[src/mem_pkg.sv]
// ----------------------------
// Shared sizes, width codes and request structs for the memory
// subsystem. Referenced by scoped name from every RTL file
// ----------------------------
package mem_pkg;

    // ----------------------------
    // Sizes and widths
    // ----------------------------
    localparam int DATA_W         = 32;                    // Word width in bits
    localparam int BYTES_PER_WORD = DATA_W / 8;            // 4 byte lanes per word
    localparam int MEM_SIZE_KB    = 2;                     // Each memory is 2 KB

    // Words per memory
    localparam int MEM_DEPTH      = (MEM_SIZE_KB * 1024) / BYTES_PER_WORD;

    localparam int WORD_ADDR_W    = $clog2(MEM_DEPTH);     // Word index width
    localparam int OFFSET_W       = $clog2(BYTES_PER_WORD); // Byte offset inside a word
    localparam int BYTE_ADDR_W    = WORD_ADDR_W + OFFSET_W; // Full byte address width

    // ----------------------------
    // Enums
    // ----------------------------
    // Core access width, encoded as RISC-V funct3 of loads and stores
    typedef enum logic [2:0] {
        WIDTH_B  = 3'd0,    // lb / sb
        WIDTH_H  = 3'd1,    // lh / sh
        WIDTH_W  = 3'd2,    // lw / sw
        WIDTH_BU = 3'd4,    // lbu
        WIDTH_HU = 3'd5     // lhu
    } mem_width_e;

    // Loader target memory
    typedef enum logic {
        SEL_INST = 1'b0,    // Instruction memory
        SEL_DATA = 1'b1     // Data memory
    } mem_sel_e;

    // ----------------------------
    // Request structs
    // ----------------------------
    // Host side loader request, one word per strobe
    typedef struct packed {
        logic                   stb;    // Request strobe
        logic                   we;     // Write when high else read
        mem_sel_e               sel;    // Which memory
        logic [WORD_ADDR_W-1:0] addr;   // Word index
        logic [DATA_W-1:0]      wdata;  // Write word
    } loader_req_t;

    // Core data access, issued every cycle
    typedef struct packed {
        logic                   we;     // Store enable
        mem_width_e             width;  // Access width code
        logic [BYTE_ADDR_W-1:0] addr;   // Byte address
        logic [DATA_W-1:0]      wdata;  // Store data in low lanes
    } core_data_req_t;

    // Request as seen by one memory port
    typedef struct packed {
        logic                      we;     // Write enable
        logic [BYTES_PER_WORD-1:0] mask;   // Byte lane write mask
        logic [WORD_ADDR_W-1:0]    addr;   // Word index
        logic [DATA_W-1:0]         wdata;  // Lane aligned write data
    } sram_req_t;

endpackage
[src/store_align.sv]
// ----------------------------
// Store aligner for core data accesses. Splits the byte address and
// builds the lane mask and shifted write data for the data memory
// ----------------------------
module store_align (
    input  mem_pkg::core_data_req_t              req_i,        // Core data access
    output logic [mem_pkg::WORD_ADDR_W-1:0]      word_addr_o,  // Word index
    output logic [mem_pkg::BYTES_PER_WORD-1:0]   mask_o,       // Byte lanes to write
    output logic [mem_pkg::DATA_W-1:0]           wdata_o       // Data moved into lanes
);

    logic [mem_pkg::OFFSET_W-1:0]       offset;     // Byte position inside the word
    logic [mem_pkg::BYTES_PER_WORD-1:0] lane_mask;  // Mask before the offset shift

    // ----------------------------
    // Address split
    // ----------------------------
    assign word_addr_o = req_i.addr[mem_pkg::BYTE_ADDR_W-1:mem_pkg::OFFSET_W];
    assign offset      = req_i.addr[mem_pkg::OFFSET_W-1:0];

    // ----------------------------
    // Byte mask
    // ----------------------------
    always_comb begin
        case (req_i.width)
            mem_pkg::WIDTH_B: lane_mask = 4'b0001;  // sb
            mem_pkg::WIDTH_H: lane_mask = 4'b0011;  // sh
            default:          lane_mask = 4'b1111;  // sw and unknown codes
        endcase
    end

    // Word and unknown codes keep all four lanes unshifted
    always_comb begin
        if (req_i.width == mem_pkg::WIDTH_B || req_i.width == mem_pkg::WIDTH_H) begin
            mask_o = lane_mask << offset;  // Move to the addressed lanes
        end else begin
            mask_o = lane_mask;
        end
    end

    // ----------------------------
    // Data lane shift
    // ----------------------------
    // Low byte or halfword moves up to the target lane
    assign wdata_o = req_i.wdata << {offset, 3'b000};

endmodule

[config.mk]
export PLATFORM = sky130hd
export DESIGN_NAME = store_align
export DESIGN_NICKNAME = d
export VERILOG_FILES = /design/src/mem_pkg.sv /design/src/store_align.sv
export SDC_FILE = /design/constraint.sdc
export NUM_CORES = 1
export LEC_CHECK = 0
export BUFFER_PORTS_ARGS = -buffer_cell sky130_fd_sc_hd__buf_2
export CAP_MARGIN = 20
export CORE_MARGIN = 10
export CORE_UTILIZATION = 30
export DETAILED_ROUTE_END_ITERATION = 10
export GPL_ROUTABILITY_DRIVEN = 0
export GPL_TIMING_DRIVEN = 1
export PLACE_DENSITY_LB_ADDON = 0.1
export RECOVER_POWER = 25
export SKIP_LAST_GASP = 1
export SYNTH_ARGS = -nofsm -noshare
export SYNTH_HDL_FRONTEND = slang
export SYNTH_SLANG_ARGS = --single-unit
[constraint.sdc]
create_clock -name vclk -period 2.45
set_clock_uncertainty 0.05 [all_clocks]
set_input_delay 0.245 -clock vclk [all_inputs]
set_output_delay 0.245 -clock vclk [all_outputs]
set_load 0.05 [all_outputs]
==> impl_metrics.ini <==
[global_route]
track_usage = 0.104
grt_pass1_wl_um = 3910
antenna_found_initial = 0
grt_pass1_vias = 856
gr-total-overflow = 0
grt_start_max_net_pins = 20

[synth]
synth_top_family_by_area = multiplexers
synth_cell_types = 10
synth_top_area_frac = 0.505
yosys.area.top_type = mux2i_1
synth.area.mux_share = 0.505
yosys.area_share.simple = 0.170
postSynthAreaPerCell_um2 = 7.74
ys_seq_area_frac = 0
synthCells = 82
synth-xor-area-share = 0
syn_nets = 129
synth_fa_ha_area_frac = 0
yosys_warnings = 0
synth_area_um2 = 634
yosys-top-cells-area = mux2i_1 50%, buf_4 14%, o2bb2ai_1 11%
synth_compound_area_frac = 0.152

[floorplanning]
core_um2 = 1980
die_area_um2 = 4350
design.portCount = 92
die_w_um = 66.0
num_rows = 16
start_util = 0.320
die_h_um = 66.0

[power_and_ir_drop]
clockPowerShare = 0
ir_drop_uv = 137
combPwrFrac = 1.000
swShare = 0.719
p_switching_mw = 0.227
sequentialPowerShare = 0
finalPower_mw = 0.316
p_leak_nw = 0.571
power_density_nw_per_um2 = 334
power.internal_mw = 0.0888

[cells_and_area]
syn_to_final_growth_pct = 48.9
regArea_um2 = 0
nClkBuffers = 0
nets = 191
fillers = 195
drive_gt1_frac = 0.528
n_sequential_cell = 0
diodes = 0
multi_input_area_um2 = 524

[cts]
cts_hold_buf = 0
cts_setup_buffers = 0
ctsResizeCount = 0

[routing]
drt-pass1-iter-count = 3
wirelength_um = 2580
antenna_left = 0
drcViolationCount = 0
vias_per_cell = 4.74
vias = 801
wl_per_cell_um = 15.3
drt_iter0_markers = 14

[setup_path]
crit_slowest_cell = a2111o_1
critPathBufInv = 3
slowest_delay_ps = 380
end_kind = output port
cp_cell_sequence = buf_2 -> buf_4 -> nor2b_1 -> a2111o_1 -> buf_2
crit_family = buffers and inverters
crit_arrival_ps = 1530
path_max_fanout = 16
critical_path_depth = 5
crit_type = input port to output port
cp-start-kind = input port
required_ps = 2150
crit_top_cell = buf_2

[timing]
setup_violations = 0
rsz0062_at_grt = false
tightest_slew_ps = 596
max_slew_margin = 0.604
period_minus_slack_ps = 1830
fmax_mhz = 547
slew_violations = 0
finalSetupTns_ps = 0
finalCritPeriodShare = 0.746
hold_viol_final = 0

[min_path]
hold-path-cell-count = 0
hold_class = input port to output port

[outcome]
status = complete, no violations

[placement]
io_buffers = 73
dp_hpwl_um = 2220

[flow_run]
timing.max_cap.violations = 0
-- synth_stat cells --
cell and count:
nor2b_1 2, o2bb2ai_1 8, nor2_1 11, nand2_1 1
buf_2 4, buf_4 12, a2111o_1 1, and2_1 8
o21ai_1 3, mux2i_1 32
-- per-stage QoR --
step | instances | utilization | worst slack, ps | hold slack [ps] | area (um^2)
2_1_floorplan | 82 | - | 664 | 607 | 634
6_report | 169 | 0.477 | 621 | 440 | 945
3_3_place_gp | 169 | 0.477 | 606 | 440 | 946
3_5_place_dp | 169 | 0.477 | 604 | 440 | 946
5_1_grt | 169 | 0.477 | 520 | 440 | 945
4_1_cts | 169 | 0.477 | 608 | 440 | 946
-- power by group through the flow --
stage | sequential, mW | combinational [mW] | clock [mW]
after floorplan | 0 | 0.271 | 0
after global placement | 0 | 0.316 | 0
after detailed placement | 0 | 0.319 | 0
after CTS | 0 | 0.320 | 0
after global routing | 0 | 0.335 | 0
final | 0 | 0.316 | 0
-- metal layers --
layer | share of wire | GRT usage | vias up
li1 | - | - | 404
met1 | 0.36 | 0.104 | 358
met2 | 0.56 | 0.215 | 35
met3 | 0.075 | 0.0254 | 4
met4 | 0.0039 | 0.00785 | 0
met5 | 0 | 0 | -
-- cells in the final DEF, fill, tap and decap left out --
cell type  count
o2bb2ai_1      8
mux2i_1       32
nor2b_1        2
buf_2         72
nand2_1        1
buf_4          3
clkbuf_1       1
and2_1         8
a2111o_1       1
o21ai_1        3
nor2_1        11
-- worst paths after layout --
path              slack, ps       from             end
setup / recovery        620  req_i[32]       mask_o[2]
hold / removal          440  req_i[42]  word_addr_o[8]
-- layout make-up --
type / count / share of cell area
tap: 27 / 0.0358
multi-input combinational: 66 / 0.555
timing repair buffer: 76 / 0.409
-- cell families after synthesis --
group	after synthesis
buf+inv	16
mux	32
compound gates	12
simple gates	22
No activity file was read; power rests on OpenSTA's default activity.
