**config.mk**
```make
export PLATFORM = sky130hd
export DESIGN_NAME = mem_port_mux
export DESIGN_NICKNAME = d
export VERILOG_FILES = /design/src/mem_pkg.sv /design/src/mem_port_mux.sv
export SDC_FILE = /design/constraint.sdc
export NUM_CORES = 1
export LEC_CHECK = 0
export ABC_AREA = 0
export BUFFER_PORTS_ARGS = -buffer_cell sky130_fd_sc_hd__buf_2
export CORE_AREA = 2 2 115 117
export DETAILED_ROUTE_END_ITERATION = 10
export DIE_AREA = 0 0 117 119
export GPL_TIMING_DRIVEN = 0
export PLACE_DENSITY = 0.55
export RECOVER_POWER = 25
export SLEW_MARGIN = 5
export SYNTH_ARGS = -nofsm -noshare
export SYNTH_HDL_FRONTEND = slang
export SYNTH_SLANG_ARGS = --single-unit
export TNS_END_PERCENT = 100
```
**constraint.sdc**
```tcl
create_clock -name clk -period 1.1 [get_ports clk]
set_input_delay 0.055 -clock clk [delete_from_list [all_inputs] [get_ports clk]]
set_output_delay 0.055 -clock clk [all_outputs]
set_load 0.02 [all_outputs]
```
**src/mem_pkg.sv**
```systemverilog
// ----------------------------
// Shared sizes, width codes and request structs for the memory
// subsystem. Referenced by scoped name from every RTL file
// ----------------------------
package mem_pkg;

    // ----------------------------
    // Sizes and widths
    // ----------------------------
    localparam int DATA_W         = 32;                    // Word width in bits
    localparam int BYTES_PER_WORD = DATA_W / 8;            // 4 byte lanes per word
    localparam int MEM_SIZE_KB    = 2;                     // Each memory is 2 KB

    // Words per memory
    localparam int MEM_DEPTH      = (MEM_SIZE_KB * 1024) / BYTES_PER_WORD;

    localparam int WORD_ADDR_W    = $clog2(MEM_DEPTH);     // Word index width
    localparam int OFFSET_W       = $clog2(BYTES_PER_WORD); // Byte offset inside a word
    localparam int BYTE_ADDR_W    = WORD_ADDR_W + OFFSET_W; // Full byte address width

    // ----------------------------
    // Enums
    // ----------------------------
    // Core access width, encoded as RISC-V funct3 of loads and stores
    typedef enum logic [2:0] {
        WIDTH_B  = 3'd0,    // lb / sb
        WIDTH_H  = 3'd1,    // lh / sh
        WIDTH_W  = 3'd2,    // lw / sw
        WIDTH_BU = 3'd4,    // lbu
        WIDTH_HU = 3'd5     // lhu
    } mem_width_e;

    // Loader target memory
    typedef enum logic {
        SEL_INST = 1'b0,    // Instruction memory
        SEL_DATA = 1'b1     // Data memory
    } mem_sel_e;

    // ----------------------------
    // Request structs
    // ----------------------------
    // Host side loader request, one word per strobe
    typedef struct packed {
        logic                   stb;    // Request strobe
        logic                   we;     // Write when high else read
        mem_sel_e               sel;    // Which memory
        logic [WORD_ADDR_W-1:0] addr;   // Word index
        logic [DATA_W-1:0]      wdata;  // Write word
    } loader_req_t;

    // Core data access, issued every cycle
    typedef struct packed {
        logic                   we;     // Store enable
        mem_width_e             width;  // Access width code
        logic [BYTE_ADDR_W-1:0] addr;   // Byte address
        logic [DATA_W-1:0]      wdata;  // Store data in low lanes
    } core_data_req_t;

    // Request as seen by one memory port
    typedef struct packed {
        logic                      we;     // Write enable
        logic [BYTES_PER_WORD-1:0] mask;   // Byte lane write mask
        logic [WORD_ADDR_W-1:0]    addr;   // Word index
        logic [DATA_W-1:0]         wdata;  // Lane aligned write data
    } sram_req_t;

endpackage
```
**src/mem_port_mux.sv**
```systemverilog
// ----------------------------
// Port steering between the loader and the core for both memories.
// The loader wins on the memory it strobes
// ----------------------------
module mem_port_mux (
    input  logic                                 clk,
    input  logic                                 rst_i,
    input  mem_pkg::loader_req_t                 loader_req_i,      // Host side request
    input  logic [mem_pkg::BYTE_ADDR_W-1:0]      core_pc_i,         // Fetch byte address
    input  logic [mem_pkg::WORD_ADDR_W-1:0]      core_word_addr_i,  // Aligned data index
    input  logic [mem_pkg::BYTES_PER_WORD-1:0]   core_mask_i,       // Aligned store lanes
    input  logic [mem_pkg::DATA_W-1:0]           core_wdata_i,      // Aligned store data
    input  logic                                 core_we_i,         // Core store enable
    input  logic [mem_pkg::DATA_W-1:0]           inst_rdata_i,      // Instruction memory word
    input  logic [mem_pkg::DATA_W-1:0]           data_rdata_i,      // Data memory word
    output mem_pkg::sram_req_t                   inst_req_o,
    output mem_pkg::sram_req_t                   data_req_o,
    output logic [mem_pkg::DATA_W-1:0]           loader_rdata_o,    // Readback word
    output logic                                 loader_rvalid_o    // Readback valid pulse
);

    logic              loader_inst;  // Loader owns the instruction memory
    logic              loader_data;  // Loader owns the data memory
    logic              rvalid_q;     // Read was taken last cycle
    mem_pkg::mem_sel_e rsel_q;       // Memory of that read

    assign loader_inst = loader_req_i.stb && (loader_req_i.sel == mem_pkg::SEL_INST);
    assign loader_data = loader_req_i.stb && (loader_req_i.sel == mem_pkg::SEL_DATA);

    // ----------------------------
    // Instruction memory port
    // ----------------------------
    always_comb begin
        if (loader_inst) begin
            inst_req_o.we    = loader_req_i.we;
            inst_req_o.mask  = '1;  // Loader always writes full words
            inst_req_o.addr  = loader_req_i.addr;
            inst_req_o.wdata = loader_req_i.wdata;
        end else begin
            // Fetch path, core never writes here
            inst_req_o.we    = 1'b0;
            inst_req_o.mask  = '0;
            inst_req_o.addr  = core_pc_i[mem_pkg::BYTE_ADDR_W-1:mem_pkg::OFFSET_W];
            inst_req_o.wdata = '0;
        end
    end

    // ----------------------------
    // Data memory port
    // ----------------------------
    // Core access is dropped while the loader holds the port
    always_comb begin
        if (loader_data) begin
            data_req_o.we    = loader_req_i.we;
            data_req_o.mask  = '1;
            data_req_o.addr  = loader_req_i.addr;
            data_req_o.wdata = loader_req_i.wdata;
        end else begin
            data_req_o.we    = core_we_i;
            data_req_o.mask  = core_mask_i;       // From the store aligner
            data_req_o.addr  = core_word_addr_i;
            data_req_o.wdata = core_wdata_i;
        end
    end

    // ----------------------------
    // Loader readback
    // ----------------------------
    always_ff @(posedge clk) begin
        if (rst_i) begin
            rvalid_q <= 1'b0;
            rsel_q   <= mem_pkg::SEL_INST;
        end else begin
            rvalid_q <= loader_req_i.stb && !loader_req_i.we;  // One pulse per read
            if (loader_req_i.stb) begin
                rsel_q <= loader_req_i.sel;  // Hold until the next strobe
            end
        end
    end

    assign loader_rvalid_o = rvalid_q;
    assign loader_rdata_o  = (rsel_q == mem_pkg::SEL_DATA) ? data_rdata_i : inst_rdata_i;

endmodule

```
==> flow_summary.ini <==
[status]
status = complete, but fails checks
violations = setup timing

[power_and_ir_drop]
seq_power_share_pct = 3.0
peakVddDrop_mv = 0.506
powerDensity_nw_per_um2 = 640
switching_share_pct = 36.8
p_switching_mw = 0.974
clockPowerShare_pct = 20.6
p_leak_nw = 2.34
combPwrFrac_pct = 76.4
intPower_mw = 1.67

[worst_hold_path]
min_path_type = primary input to flip-flop

[clock_network]
clock_path_buffers = 2
htreeDepth = 1
clk_root_buffer_cell = clkbuf_16
cts_tree = built
cts_made_buffers = 3
clock_sinks = 2
clk_latency_ns = 0.22
clkTransAtPathRegs_ns = 0.03

[drt]
wire_per_inst_um = 13.7
via_per_inst = 3.61
totalWireLength_um = 8670
first_iter_violations = 50
detail-route-antenna-nets = 0
vias = 2284
dr.pass1.iters = 4
drc_errors = 0

[final_layout]
fillers = 1343
syn_to_final_growth_pct = 178
finish.instance_area_um2 = 4140
nets = 625
drive_gt1_share_pct = 90.6
diodes = 0
fin_cells = 632

[floorplanning]
die_w_um = 117
die_y_um = 119
core_um2 = 12900
rows = 42
num_io_pins = 292
dieArea_um2 = 13900
initial_core_util_pct = 11.6

[placed_design]
port_buffers = 289
place_congestion = 0.775
dpl.cell_count = 610
dpl_worst_slack_ns = -0.256
dpl_cell_area_um2 = 3160
hpwlAfterDp_um = 6660

[flow_run]
drv_cap = 0

[global_routing]
grt_max_degree = 14
gr-total-overflow = 0
antenna_found_initial = 0
grtUsageTotal_pct = 10.6
grt_pass1_vias = 2190
grt_pass1_wl_um = 11400

[logic_synthesis]
synth_nets = 312
ys_seq_elements = 2
netlist-cell-type-count = 14
netlist_instances = 145
syn_area_um2 = 1490
synth-warning-count = 0
ys_seq_area_share_pct = 2.69
avgSynthCellArea_um2 = 10.3

[timing]
rsz0062_at_grt = true
maxSlewViolCount = 0
setup_tns_ns = -7.19
post-route-min-period_ns = 1.33
setup_violations = 37
clock_skew_ns = 0
relSlewSlack_pct = 81.0
clock.fmax_mhz = 749
layout_setup_ws_ns = -0.235
hold_viol_final = 0
fin_crit_sh_pct = 121
worst_slew_pin_slew_ns = 0.285

[setup_path]
endpoint_kind = output pin
cp.required_ns = 1.04
worstSetupPathType = flip-flop to output pin
critPathMaxFanout = 8
crit_arrival_ns = 1.28
critPathLaunchType = flip-flop
stage by stage:
stage               hold slack [ns]  power, mW  utilization [%]
floorplan                     0.124      0.975                -
global placement              0.231       1.61             24.5
detailed placement            0.232       1.61             24.5
CTS                          0.0288       2.52             30.5
global route                 0.0421       2.78             32.1
finish                       0.0294       2.65             32.1
routing by layer:
layer / share of wire, % / global-route usage, % / vias to the layer above
li1: - / - / 1129
met1: 39 / 12.8 / 1036
met4: 0.38 / 1.10 / 0
met5: 0 / 0 / -
met2: 54 / 19.9 / 115
met3: 6.5 / 1.68 / 4
final cells by class:
cell class                      instances  area (µm²)  share of cell area (%)
Buffer                                 18         240                    5.81
Clock buffer                            3        75.1                    1.81
Multi-Input combinational cell        125        1460                    35.2
Sequential cell                         2        41.3                   0.998
Tap cell                              176         220                    5.32
Timing Repair Buffer                  308        2100                    50.9
Yosys cell counts, drive strengths merged:
| cell type | number | share of area [%] |
|---|---|---|
| mux2 | 83 | 71 |
| and2 | 33 | 14 |
| buf | 16 | 8.6 |
| nand2b | 5 | 2.1 |
| clkbuf | 2 | 0.67 |
| dfxtp | 2 | 2.7 |
| a21oi | 1 | 0.34 |
| nand2 | 1 | 0.25 |
| nor2b | 1 | 0.42 |
| nor3b | 1 | 0.50 |
critical path, cell delays in order, from the launching register on:
cell	delay (ns)
dfxtp_2	0.33
buf_12	0.13
buf_8	0.14
mux2_4	0.32
buf_6	0.14
flip-flops by register name, indices dropped and copies added (netlist names):
name,cells
loader_rvalid_o,1
rsel_q,1
placed cells by master (no fill, tap or decap):
cell type and count:
buf_6 58, mux2_4 65, nor3b_1 1, clkbuf_2 4, buf_12 9, and2_1 32, nand2b_1 5, mux2_2 18
buf_16 3, buf_4 18, and2_4 1, a21oi_1 1, nor2b_4 1, dlygate4sd3_1 1, clkbuf_1 2, clkbuf_16 4
dfxtp_2 1, buf_2 222, dfxtp_1 1, nand2_4 1, buf_8 8
power by group through the flow:
stage / Clock, mW / Combinational (mW) / Sequential, mW
finish: 0.545 / 2.02 / 0.0790
global route: 0.558 / 2.14 / 0.0792
CTS: 0.548 / 1.89 / 0.0782
detailed placement: 0 / 1.53 / 0.0781
global placement: 0 / 1.53 / 0.0780
floorplan: 0 / 0.895 / 0.0800
path summary, 6_finish.rpt:
check	start	endpoint	slack (ns)	depth (start not counted)
min	loader_req_i[42]	loader_rvalid_o	0.03	2
max	rsel_q	loader_rdata_o[17]	-0.23	4
max reg2reg	rsel_q	rsel_q	0.26	4
min reg2reg	rsel_q	rsel_q	0.75	4
cells by family after synthesis:
group,count (synthesis),synth area share (%)
AND/OR/NAND/NOR,41,17.1
AO/OA/AOI/OAI,1,0.336
flip-flops,2,2.69
multiplexers,83,70.6
buffers and inverters,18,9.24
repair_timing:
item                                   in CTS  in global routing
endpoints found under the hold margin       1                  0
hold buffers                                1                  0
resized for setup                         123                 77
buffers inserted                           13                  1
cloned                                      5                  1
pin swaps                                   1                  0
setup endpoints to repair                 113                 84
Note: power is estimated with default switching activity, not from simulation.
