--- src/mem_pkg.sv ---
// ----------------------------
// Shared sizes, width codes and request structs for the memory
// subsystem. Referenced by scoped name from every RTL file
// ----------------------------
package mem_pkg;

    // ----------------------------
    // Sizes and widths
    // ----------------------------
    localparam int DATA_W         = 32;                    // Word width in bits
    localparam int BYTES_PER_WORD = DATA_W / 8;            // 4 byte lanes per word
    localparam int MEM_SIZE_KB    = 2;                     // Each memory is 2 KB

    // Words per memory
    localparam int MEM_DEPTH      = (MEM_SIZE_KB * 1024) / BYTES_PER_WORD;

    localparam int WORD_ADDR_W    = $clog2(MEM_DEPTH);     // Word index width
    localparam int OFFSET_W       = $clog2(BYTES_PER_WORD); // Byte offset inside a word
    localparam int BYTE_ADDR_W    = WORD_ADDR_W + OFFSET_W; // Full byte address width

    // ----------------------------
    // Enums
    // ----------------------------
    // Core access width, encoded as RISC-V funct3 of loads and stores
    typedef enum logic [2:0] {
        WIDTH_B  = 3'd0,    // lb / sb
        WIDTH_H  = 3'd1,    // lh / sh
        WIDTH_W  = 3'd2,    // lw / sw
        WIDTH_BU = 3'd4,    // lbu
        WIDTH_HU = 3'd5     // lhu
    } mem_width_e;

    // Loader target memory
    typedef enum logic {
        SEL_INST = 1'b0,    // Instruction memory
        SEL_DATA = 1'b1     // Data memory
    } mem_sel_e;

    // ----------------------------
    // Request structs
    // ----------------------------
    // Host side loader request, one word per strobe
    typedef struct packed {
        logic                   stb;    // Request strobe
        logic                   we;     // Write when high else read
        mem_sel_e               sel;    // Which memory
        logic [WORD_ADDR_W-1:0] addr;   // Word index
        logic [DATA_W-1:0]      wdata;  // Write word
    } loader_req_t;

    // Core data access, issued every cycle
    typedef struct packed {
        logic                   we;     // Store enable
        mem_width_e             width;  // Access width code
        logic [BYTE_ADDR_W-1:0] addr;   // Byte address
        logic [DATA_W-1:0]      wdata;  // Store data in low lanes
    } core_data_req_t;

    // Request as seen by one memory port
    typedef struct packed {
        logic                      we;     // Write enable
        logic [BYTES_PER_WORD-1:0] mask;   // Byte lane write mask
        logic [WORD_ADDR_W-1:0]    addr;   // Word index
        logic [DATA_W-1:0]         wdata;  // Lane aligned write data
    } sram_req_t;

endpackage
--- src/load_extend.sv ---
// ----------------------------
// Load extender for the data memory read word. Keeps the width and
// offset for one cycle and returns the extended lane
// ----------------------------
module load_extend (
    input  logic                              clk,
    input  logic                              rst_i,
    input  mem_pkg::mem_width_e               width_i,   // Width of this cycle's access
    input  logic [mem_pkg::OFFSET_W-1:0]      offset_i,  // Byte offset of this access
    input  logic [mem_pkg::DATA_W-1:0]        rdata_i,   // Word from the data memory
    output logic [mem_pkg::DATA_W-1:0]        data_o     // Extended load result
);

    mem_pkg::mem_width_e            width_q;   // Width aligned with rdata_i
    logic [mem_pkg::OFFSET_W-1:0]   offset_q;  // Offset aligned with rdata_i
    logic [mem_pkg::DATA_W-1:0]     shifted;   // Lane moved down to bit 0

    // ----------------------------
    // Access info pipeline
    // ----------------------------
    // Matches the one-cycle latency of the memory
    always_ff @(posedge clk) begin
        if (rst_i) begin
            width_q  <= mem_pkg::WIDTH_W;  // Plain word pass-through
            offset_q <= '0;
        end else begin
            width_q  <= width_i;
            offset_q <= offset_i;
        end
    end

    // ----------------------------
    // Lane select and extend
    // ----------------------------
    assign shifted = rdata_i >> {offset_q, 3'b000};  // Drop lower lanes

    always_comb begin
        case (width_q)
            mem_pkg::WIDTH_B:  // lb
                data_o = {{(mem_pkg::DATA_W-8){shifted[7]}}, shifted[7:0]};
            mem_pkg::WIDTH_H:  // lh
                data_o = {{(mem_pkg::DATA_W-16){shifted[15]}}, shifted[15:0]};
            mem_pkg::WIDTH_BU: // lbu
                data_o = {{(mem_pkg::DATA_W-8){1'b0}}, shifted[7:0]};
            mem_pkg::WIDTH_HU: // lhu
                data_o = {{(mem_pkg::DATA_W-16){1'b0}}, shifted[15:0]};
            default:
                data_o = shifted;  // lw and unknown codes
        endcase
    end

endmodule

--- config.mk ---
export PLATFORM = sky130hd
export DESIGN_NAME = load_extend
export DESIGN_NICKNAME = d
export VERILOG_FILES = /design/src/mem_pkg.sv /design/src/load_extend.sv
export SDC_FILE = /design/constraint.sdc
export NUM_CORES = 1
export LEC_CHECK = 0
export BUFFER_PORTS_ARGS = -buffer_cell sky130_fd_sc_hd__buf_2
export CELL_PAD_IN_SITES_DETAIL_PLACEMENT = 2
export CELL_PAD_IN_SITES_GLOBAL_PLACEMENT = 2
export CORE_UTILIZATION = 17
export CTS_CLUSTER_SIZE = 8
export DETAILED_ROUTE_END_ITERATION = 8
export PLACE_DENSITY = 0.81
export SLEW_MARGIN = 5
export SYNTH_ARGS = -nofsm -noshare
export SYNTH_HDL_FRONTEND = slang
export SYNTH_SLANG_ARGS = --single-unit
--- constraint.sdc ---
create_clock -name clk -period 2 [get_ports clk]
set_clock_uncertainty 0.05 [all_clocks]
set_input_delay 0.3 -clock clk [delete_from_list [all_inputs] [get_ports clk]]
set_output_delay 0.3 -clock clk [all_outputs]
set_load 0.01 [all_outputs]
==> results of run 1 <==
## power groups by stage
stage / sequential, W / combinational [W] / clock (W)
2_1_floorplan: 0.000110 / 0.000185 / 0
3_3_place_gp: 0.000116 / 0.000332 / 0
3_5_place_dp: 0.000116 / 0.000340 / 0
4_1_cts: 0.000115 / 0.000343 / 0.000189
5_1_grt: 0.000118 / 0.000383 / 0.000203
6_report: 0.000117 / 0.000345 / 0.000187
## cells by family (layout without fill, tap and decap cells)
kind of cell	count (synthesis)	after routing	share of synthesized area, %
flip-flops	5	5	12.1
AO/OA/AOI/OAI	32	32	27.4
buffers and inverters	10	84	7.57
AND/OR/NAND/NOR	50	50	28.6
multiplexers	20	20	24.2
## placed cells by master (no fill, tap or decap), drive strengths merged
cell type,netlist,layout
or2,1,1
dfxtp,5,5
nand3b,1,1
nand2,16,16
a21boi,1,1
a211oi,14,14
mux2i,20,20
a21oi,7,7
inv,1,1
nor2,18,18
buf,6,79
nor2b,12,12
o211ai,1,1
a311oi,1,1
clkbuf,3,4
nand2b,2,2
o21ai,8,8
## metal layers
layer | track usage, % | vias to the layer above | wire length (um)
met5 | 0 | - | 0
met4 | 3.27 | 0 | 18
met3 | 1.83 | 2 | 137
met2 | 27.8 | 34 | 1870
met1 | 15.6 | 527 | 1460
li1 | - | 565 | -
## registers in the layout, indices dropped and copies added (netlist names)
name / cells
width_q: 3
offset_q: 2
## cell usage after synthesis (all sizes together)
master | count | area share, %
a21oi | 7 | 4.2
a211oi | 14 | 13
a311oi | 1 | 1.8
or2 | 1 | 0.76
dfxtp | 5 | 12
nor2b | 12 | 9.1
a21boi | 1 | 1.4
nand2 | 16 | 7.3
nor2 | 18 | 8.2
inv | 1 | 0.45
mux2i | 20 | 24
o211ai | 1 | 1.5
nand3b | 1 | 0.91
buf | 6 | 5.8
nand2b | 2 | 2.4
o21ai | 8 | 5.8
clkbuf | 3 | 1.4
## worst max-delay path: cells and delay by family (launching register included)
kind	cells	cell delay (ns)
flip-flops	1	0.40
multiplexers	2	0.37
buffers and inverters	2	0.32
AO/OA/AOI/OAI	2	0.29
## timing repair
action	in CTS	in global routing
setup buffers	0	1
hold endpoints to repair	0	0
gates resized for setup	6	10
pin swaps	1	0
setup endpoints to repair	24	24
## area by class of cell
cell class / count / area [um2]
clock buffer: 4 / 45.0
tap: 52 / 65.1
timing repair buffer: 79 / 447
inverter: 1 / 3.75
sequential: 5 / 105
multi-input combinational: 102 / 698
fill: 555 / 3140
## path summary, 6_finish.rpt
kind | startpoint | endpoint
worst max-delay path | offset_q[0] | data_o[23]
worst min-delay path | width_i[1] | width_q[1]
## per-stage QoR
stage / cells / hold WS (ns) / setup TNS, ns / total power [W]
after floorplan: 117 / 0.322 / 0 / 0.000295
after global placement: 238 / 0.436 / 0 / 0.000447
after detailed placement: 238 / 0.451 / 0 / 0.000456
after CTS: 242 / 0.225 / 0 / 0.000647
after global routing: 243 / 0.224 / -0.684 / 0.000703
final: 243 / 0.222 / 0 / 0.000649
==> metrics, run 1 <==
status=complete, no violations; CTS Root Cell=clkbuf_8; Die Y=between 70 and 80 um; # nets final=231; Final Hold Viols=0; Syn Inst Count=between 100 and 150; Overall Global Routing Usage=about 14%; PortBufs=70; total congestion overflow=0; largest net degree at the start of global routing=31; CTS sink cnt=5; CP endpoint kind=output port; total CTS buffers=3; Synth Cell Area=about 830 um2; register area share after synthesis=between 10% and 20%; Clock Pin Slew Worst Setup and Hold Paths=around 0.040 ns; period utilisation layout=between 90% and 100%; Lkg Pwr=approximately 0.68 nW; RSZ-0062 raised after global routing=yes; Sequential Power Share=a little under a fifth; P per Cell Area=~480 mW/mm2; Distinct cells, synth=21; CTS tree=built; Sw Ratio=37.8%; synthesized area per cell=about 7 um2; drt total wl=3.49 mm; CP arrival=between 1.5 and 2 ns; Internal=between 0.0004 and 0.0005 W; fraction of layout cells with a size suffix above 1=approximately 50%; Vias=between 1,000 and 1,500; n_diodes=0; core area=~0.0045 mm2; HPWL after DPL=~3 mm; first-pass GRT wire length=about 5.7 mm; num ports=a little over 70; VDD IR-drop max=roughly 190 uV; placed inst area=between 0.001 and 0.0015 mm2; crit path kind=reg -> out; Syn Nets=156; pre-CTS setup slack=~0.083 ns; Clock power frac=around 29%; Final Critical Period=roughly 2 ns; CTS H-tree depth=1; Critical Path RT=approximately 1.7 ns; yosys warns=0; FF+latch count, synth=5; Max FO, Critical Path=16; CTS Hold Bufs=0; WL/cell=approximately 14 um; Max Freq=0.512 GHz; Critical Path Start Type=register; slew margin rel.=between 60% and 70%; vias in the first global route=about 1,200; Hold/Removal Path Class=in -> reg; worst-margin pin slew=roughly 0.50 ns; # DRC=0; cell area after layout=0.00136 mm2; hold path depth=2; critical path's slowest cell=dfxtp_4; Starting DRT DRC Count=21; antenna violations before repair=0; antenna viol nets, final=0; clk buf depth=2; Die X=roughly 72 um; max-slew violation count=0; Die ar.=about 0.0051 mm2; Max stage delay on crit path=0.40 ns; Core Util, Final=slightly above 30%; combinational share of power=between 50 and 60%; post-route worst setup slack=roughly 0.047 ns; drt pass-1 iters=3; via/cell ratio=around 4.6; worst path cell trace=mux2i_2 -> mux2i_1 -> o211ai_2 -> buf_12 -> o21ai_1 -> buf_2; Psw=~0.00025 W; area delta synth->final=65.2%; Final setup viols=0; RePlAce Congestion=between 0.7 and 0.8; Starting Density=18.3%; max-cap viol count=0; row cnt=24
Power figures use the tool's default switching activity.
==> inputs of run 2 (changes only) <==
==> constraint.sdc (replaced) <==
create_clock -name clk -period 2.2 [get_ports clk]
set_clock_uncertainty 0.05 [all_clocks]
set_input_delay 0.33 -clock clk [delete_from_list [all_inputs] [get_ports clk]]
set_output_delay 0.33 -clock clk [all_outputs]
set_load 0.01 [all_outputs]
==> run 2 against run 1 <==
Effect of this change: cell count down 1.6%; worst setup slack improved by 0.071 ns; cell area fell by 4.9%; global-route usage grew 0.26 points; non-clock buffer count down 4; critical path depth is 1 lower.
==> metrics, run 2 (synthesis gave the netlist of run 1 again) <==
status=complete, no violations; max-slew violation count=0 (unchanged); # nets final=227 (-1.7%); worst setup path startpoint=offset_q[0]; worst hold slack=0.265 ns (+0.0428 ns); CP arrival=1.70 ns (+0.10 ns); Hold/Removal Path Class=in -> reg; row cnt=24 (unchanged); HPWL after DPL=2.90 mm (-0.71%); biggest regs=width_q x3, offset_q x2; Overall Global Routing Usage=14.3% (+0.26 points); max-cap viol count=0 (unchanged); Die Y=71.7 um (unchanged); Reg with most FFs=width_q; commonest non-fill, non-tap cell in the layout=buf_2; min-delay src=width_i[1]; Die X=71.7 um (unchanged); Critical Path RT=1.82 ns (+0.17 ns); antenna viol nets, final=0 (unchanged); Critical Path Start Type=register; num ports=71 (unchanged); n_diodes=0 (unchanged); RePlAce Congestion=0.748 (-3.7%); Lkg Pwr=0.650 nW (-4.2%); Max FO, Critical Path=8 (-8); VDD IR-drop max=172 uV (-7.9%); Post-CTS Setup Repair Bufs=0 (unchanged); clk buf depth=2 (unchanged); largest net degree at the start of global routing=31 (unchanged); drt pass-1 iters=2 (-1); Starting Density=18.3% (unchanged); Die ar.=0.00514 mm2 (unchanged); setup TNS=0 ns (unchanged); CTS H-tree depth=1 (unchanged); Starting DRT DRC Count=6 (-71%); CP endpoint kind=output port; fraction of layout cells with a size suffix above 1=47.1% (-2.7 points); vias in the first global route=1,164 (-4.1%); P per Cell Area=441 mW/mm2 (-7.4%); placed inst area=0.00123 mm2 (-2.8%); first-pass GRT wire length=5.77 mm (+0.72%); via/cell ratio=4.74 (+2.2%); Final setup viols=0 (unchanged); antenna violations before repair=0 (unchanged); Final Power=0.000572 W (-12%); total congestion overflow=0 (unchanged); core area=0.00450 mm2 (unchanged); Vias=1,134 (+0.53%); drt total wl=3.61 mm (+3.5%); PortBufs=70 (unchanged); # DRC=0 (unchanged); CTS tree=built; Clock Pin Slew Worst Setup and Hold Paths=0.03 ns (about the same); commonest non-fill, non-tap cells in the layout=buf_2 (70), mux2i_1 (18), nor2_1 (18); cell area after layout=0.00130 mm2 (-4.9%); RSZ-0062 raised after global routing=no; max reg flops=3 (unchanged); period utilisation layout=94.6%; worst-margin pin slew=0.648 ns (+0.147 ns); CTS Root Cell=clkbuf_8; crit path kind=reg -> out; Final Critical Period=about 2.1 ns; Final Hold Viols=0 (unchanged); WL/cell=15.1 um (+5.2%); area delta synth->final=57.1%; total CTS buffers=3 (unchanged); Max Freq=0.480 GHz; CTS sink cnt=5 (unchanged); slew margin rel.=56.6% (-9.8 points)
## run 2: through the flow
step / util (%) / worst slack [ns] / std cells
final: 28.8 / 0.118 / 239
after global routing: 28.8 / 0.00720 / 239
after floorplan: - / 0.576 / 117
after CTS: 28.6 / 0.0530 / 239
after global placement: 27.4 / 0.274 / 235
after detailed placement: 27.4 / 0.146 / 235
## run 2: what timing repair did
item / CTS / global route
hold buffers: 0 / 0
gates cloned: 0 / 0
endpoints found under the setup margin: 12 / 4
hold endpoints to repair: 0 / 0
resized for setup: 3 / 2
## run 2: area by class of cell
type	count	area [um2]
Clock buffer	4	45.0
Fill cell	569	3210
Inverter	1	3.75
Multi-Input combinational cell	102	678
Sequential cell	5	101
Tap cell	52	65.1
Timing Repair Buffer	75	404
## run 2: worst paths after layout
check	to	cells after the start
max	data_o[11]	5
min	width_q[1]	2
## run 2: critical path, cell delays in order (launching register included)
cell and delay, ns:
dfxtp_2 0.41, mux2i_2 0.31, mux2i_1 0.20, a21boi_4 0.32
nor2_1 0.09, buf_2 0.15
## run 2: power by group
part	switching, W	total, W	internal, W
clock	0.0000428	0.000167	0.000124
combinational	0.000165	0.000300	0.000135
sequential	0.00000810	0.000105	0.0000965
total	0.000216	0.000572	0.000356
## run 2: metal layers
layer  GRT usage [%]  share of wire, %  vias up
met3            1.41               3.7        2
met4            4.14              0.80        0
li1                -                 -      554
met5               0                 0        -
met2            26.5                54       32
met1            17.3                41      546
==> inputs of run 3 (changes only) <==
--- a/config.mk
+++ b/config.mk
@@ -11,7 +11,7 @@
 export CORE_UTILIZATION = 17
 export CTS_CLUSTER_SIZE = 8
 export DETAILED_ROUTE_END_ITERATION = 8
-export PLACE_DENSITY = 0.81
+export PLACE_DENSITY_LB_ADDON = 0.12
 export SLEW_MARGIN = 5
 export SYNTH_ARGS = -nofsm -noshare
 export SYNTH_HDL_FRONTEND = slang
==> run 3 against run 2 <==
Effect of this change: first-iteration DRC count grew to 3.7 times the previous value; critical path depth is 1 higher; wire length grew 4.6%.
==> metrics, run 3 (synthesis gave the netlist of run 1 again) <==
status=complete, no violations; CTS tree=built; Critical Path RT=1.82 ns (about the same); CTS H-tree depth=1 (unchanged); largest net degree at the start of global routing=31 (unchanged); Final setup viols=0 (unchanged); n_diodes=0 (unchanged); multi-input logic area=683 um2 (+0.74%); drt pass-1 iters=3 (+1); total CTS buffers=3 (unchanged); Hold/Removal Path Class=in -> reg; crit path kind=reg -> out; worst-margin pin slew=0.394 ns (-0.254 ns); period utilisation layout=93.1% (-1.6 points); CTS sink cnt=5 (unchanged); RSZ-0062 raised after global routing=no; via/cell ratio=4.76 (+0.26%); setup TNS=0 ns (unchanged); first-pass GRT wire length=6.10 mm (+5.7%); RePlAce Congestion=0.759 (+1.5%); critical path's slowest cell=dfxtp_2; Vias=1,156 (+1.9%); CTS Root Cell=clkbuf_8; Sw Ratio=38.1% (+0.34 points); antenna violations before repair=0 (unchanged); Final Critical Period=2.05 ns (-0.0345 ns); Max stage delay on crit path=0.40 ns (about the same); drt total wl=3.78 mm (+4.6%); Internal=0.000361 W (+1.4%); num ports=71 (unchanged); Starting DRT DRC Count=22 (+16); Filler cells=572 (+0.53%); Overall Global Routing Usage=15.3% (+1.0 points); P per Cell Area=439 mW/mm2 (-0.45%); combinational share of power=52.9% (+0.4 points); Die ar.=0.00514 mm2 (unchanged); min-delay src=width_i[1]; Seq. cell area=101 um2 (unchanged); CP arrival=1.67 ns (-0.03 ns); Starting Density=18.3% (unchanged); worst path cell trace=mux2i_1 -> mux2i_1 -> o211ai_2 -> buf_4 -> o21ai_0 -> buf_2; core area=0.00450 mm2 (unchanged); WL/cell=15.5 um (+2.9%); Die X=71.7 um (unchanged); area delta synth->final=60.9%; max-slew violation count=0 (unchanged); Reg with most FFs=width_q; biggest regs=width_q x3, offset_q x2; CP endpoint kind=output port; PortBufs=70 (unchanged); Lkg Pwr=0.669 nW (+2.9%); CP most frequent cell=mux2i_1; VDD IR-drop max=250 uV (+45%); clk buf depth=2 (unchanged); antenna viol nets, final=0 (unchanged); total congestion overflow=0 (unchanged); # DRC=0 (unchanged); Die Y=71.7 um (unchanged); commonest non-fill, non-tap cell in the layout=buf_2; slew margin rel.=73.7% (+17 points); Sequential Power Share=18.0% (-0.3 points); Max Freq=0.488 GHz (+1.7%); Critical Path Start Type=register; max reg flops=3 (unchanged); cell area after layout=0.00133 mm2 (+2.4%); commonest non-fill, non-tap cells in the layout=buf_2 (70), mux2i_1 (18), nor2_1 (17); Psw=0.000222 W (+2.9%); max-cap viol count=0 (unchanged); HPWL after DPL=2.98 mm (+2.7%); Clock Pin Slew Worst Setup and Hold Paths=0.04 ns (about the same); fraction of layout cells with a size suffix above 1=49.2% (+2.2 points); Final Hold Viols=0 (unchanged); row cnt=24 (unchanged); Clock power frac=29.1% (about the same); placed inst area=0.00125 mm2 (+1.2%); # nets final=231 (+1.8%); Max FO, Critical Path=10 (+2); vias in the first global route=1,271 (+9.2%); worst setup path startpoint=offset_q[0]; Final Power=0.000583 W (+2.0%)
[run 3: cell types whose count changed in the layout (fill, tap and decap cells not counted)]
cell / delta
nor2b_1: -1
nor2b_2: +1
nor2_2: +1
nor2_1: -1
buf_6: -1
buf_4: +5
[run 3: layout make-up]
class / instances / area share (%)
Inverter: 1 / 0.282
Timing Repair Buffer: 79 / 32.4
Sequential cell: 5 / 7.63
Multi-Input combinational cell: 102 / 51.4
Clock buffer: 4 / 3.39
Tap cell: 52 / 4.90
[run 3: what timing repair did]
action,CTS,global route
resized for setup,1,5
setup buffers,2,0
pin swaps,1,0
hold buffers,0,0
setup endpoints to repair,8,17
[run 3: routing by layer]
metal  track usage, %  wire [um]
met2             29.4       2030
met4             5.88         51
met3            0.985        168
met5                0          0
met1             17.6       1530
[run 3: through the flow]
step                setup slack, ns  util, %  cells  hold WS (ns)
floorplan                     0.576        -    117         0.352
global placement              0.202     27.7    237         0.467
detailed placement            0.115     27.7    237         0.472
CTS                          0.0648     29.2    243         0.243
global route                 0.0249     29.5    243         0.251
finish                        0.152     29.5    243         0.245
[run 3: power groups by stage]
stage,sequential (W),clock [W],combinational [W]
floorplan,0.000100,0,0.000168
CTS,0.000105,0.000173,0.000310
finish,0.000105,0.000170,0.000308
detailed placement,0.000106,0,0.000304
global placement,0.000105,0,0.000296
global route,0.000106,0.000184,0.000340
[run 3: path summary, 6_finish.rpt]
check                 slack (ns)  cells past startpoint    endpoint
worst max-delay path        0.15                      6  data_o[20]
worst min-delay path        0.24                      2  width_q[1]
[run 3: critical path: cells and delay by family, from the launching register on]
kind	cells	cell delay, ns
buffers and inverters	2	0.34
DFF	1	0.40
muxes	2	0.42
AOI/OAI and AO/OA	2	0.28
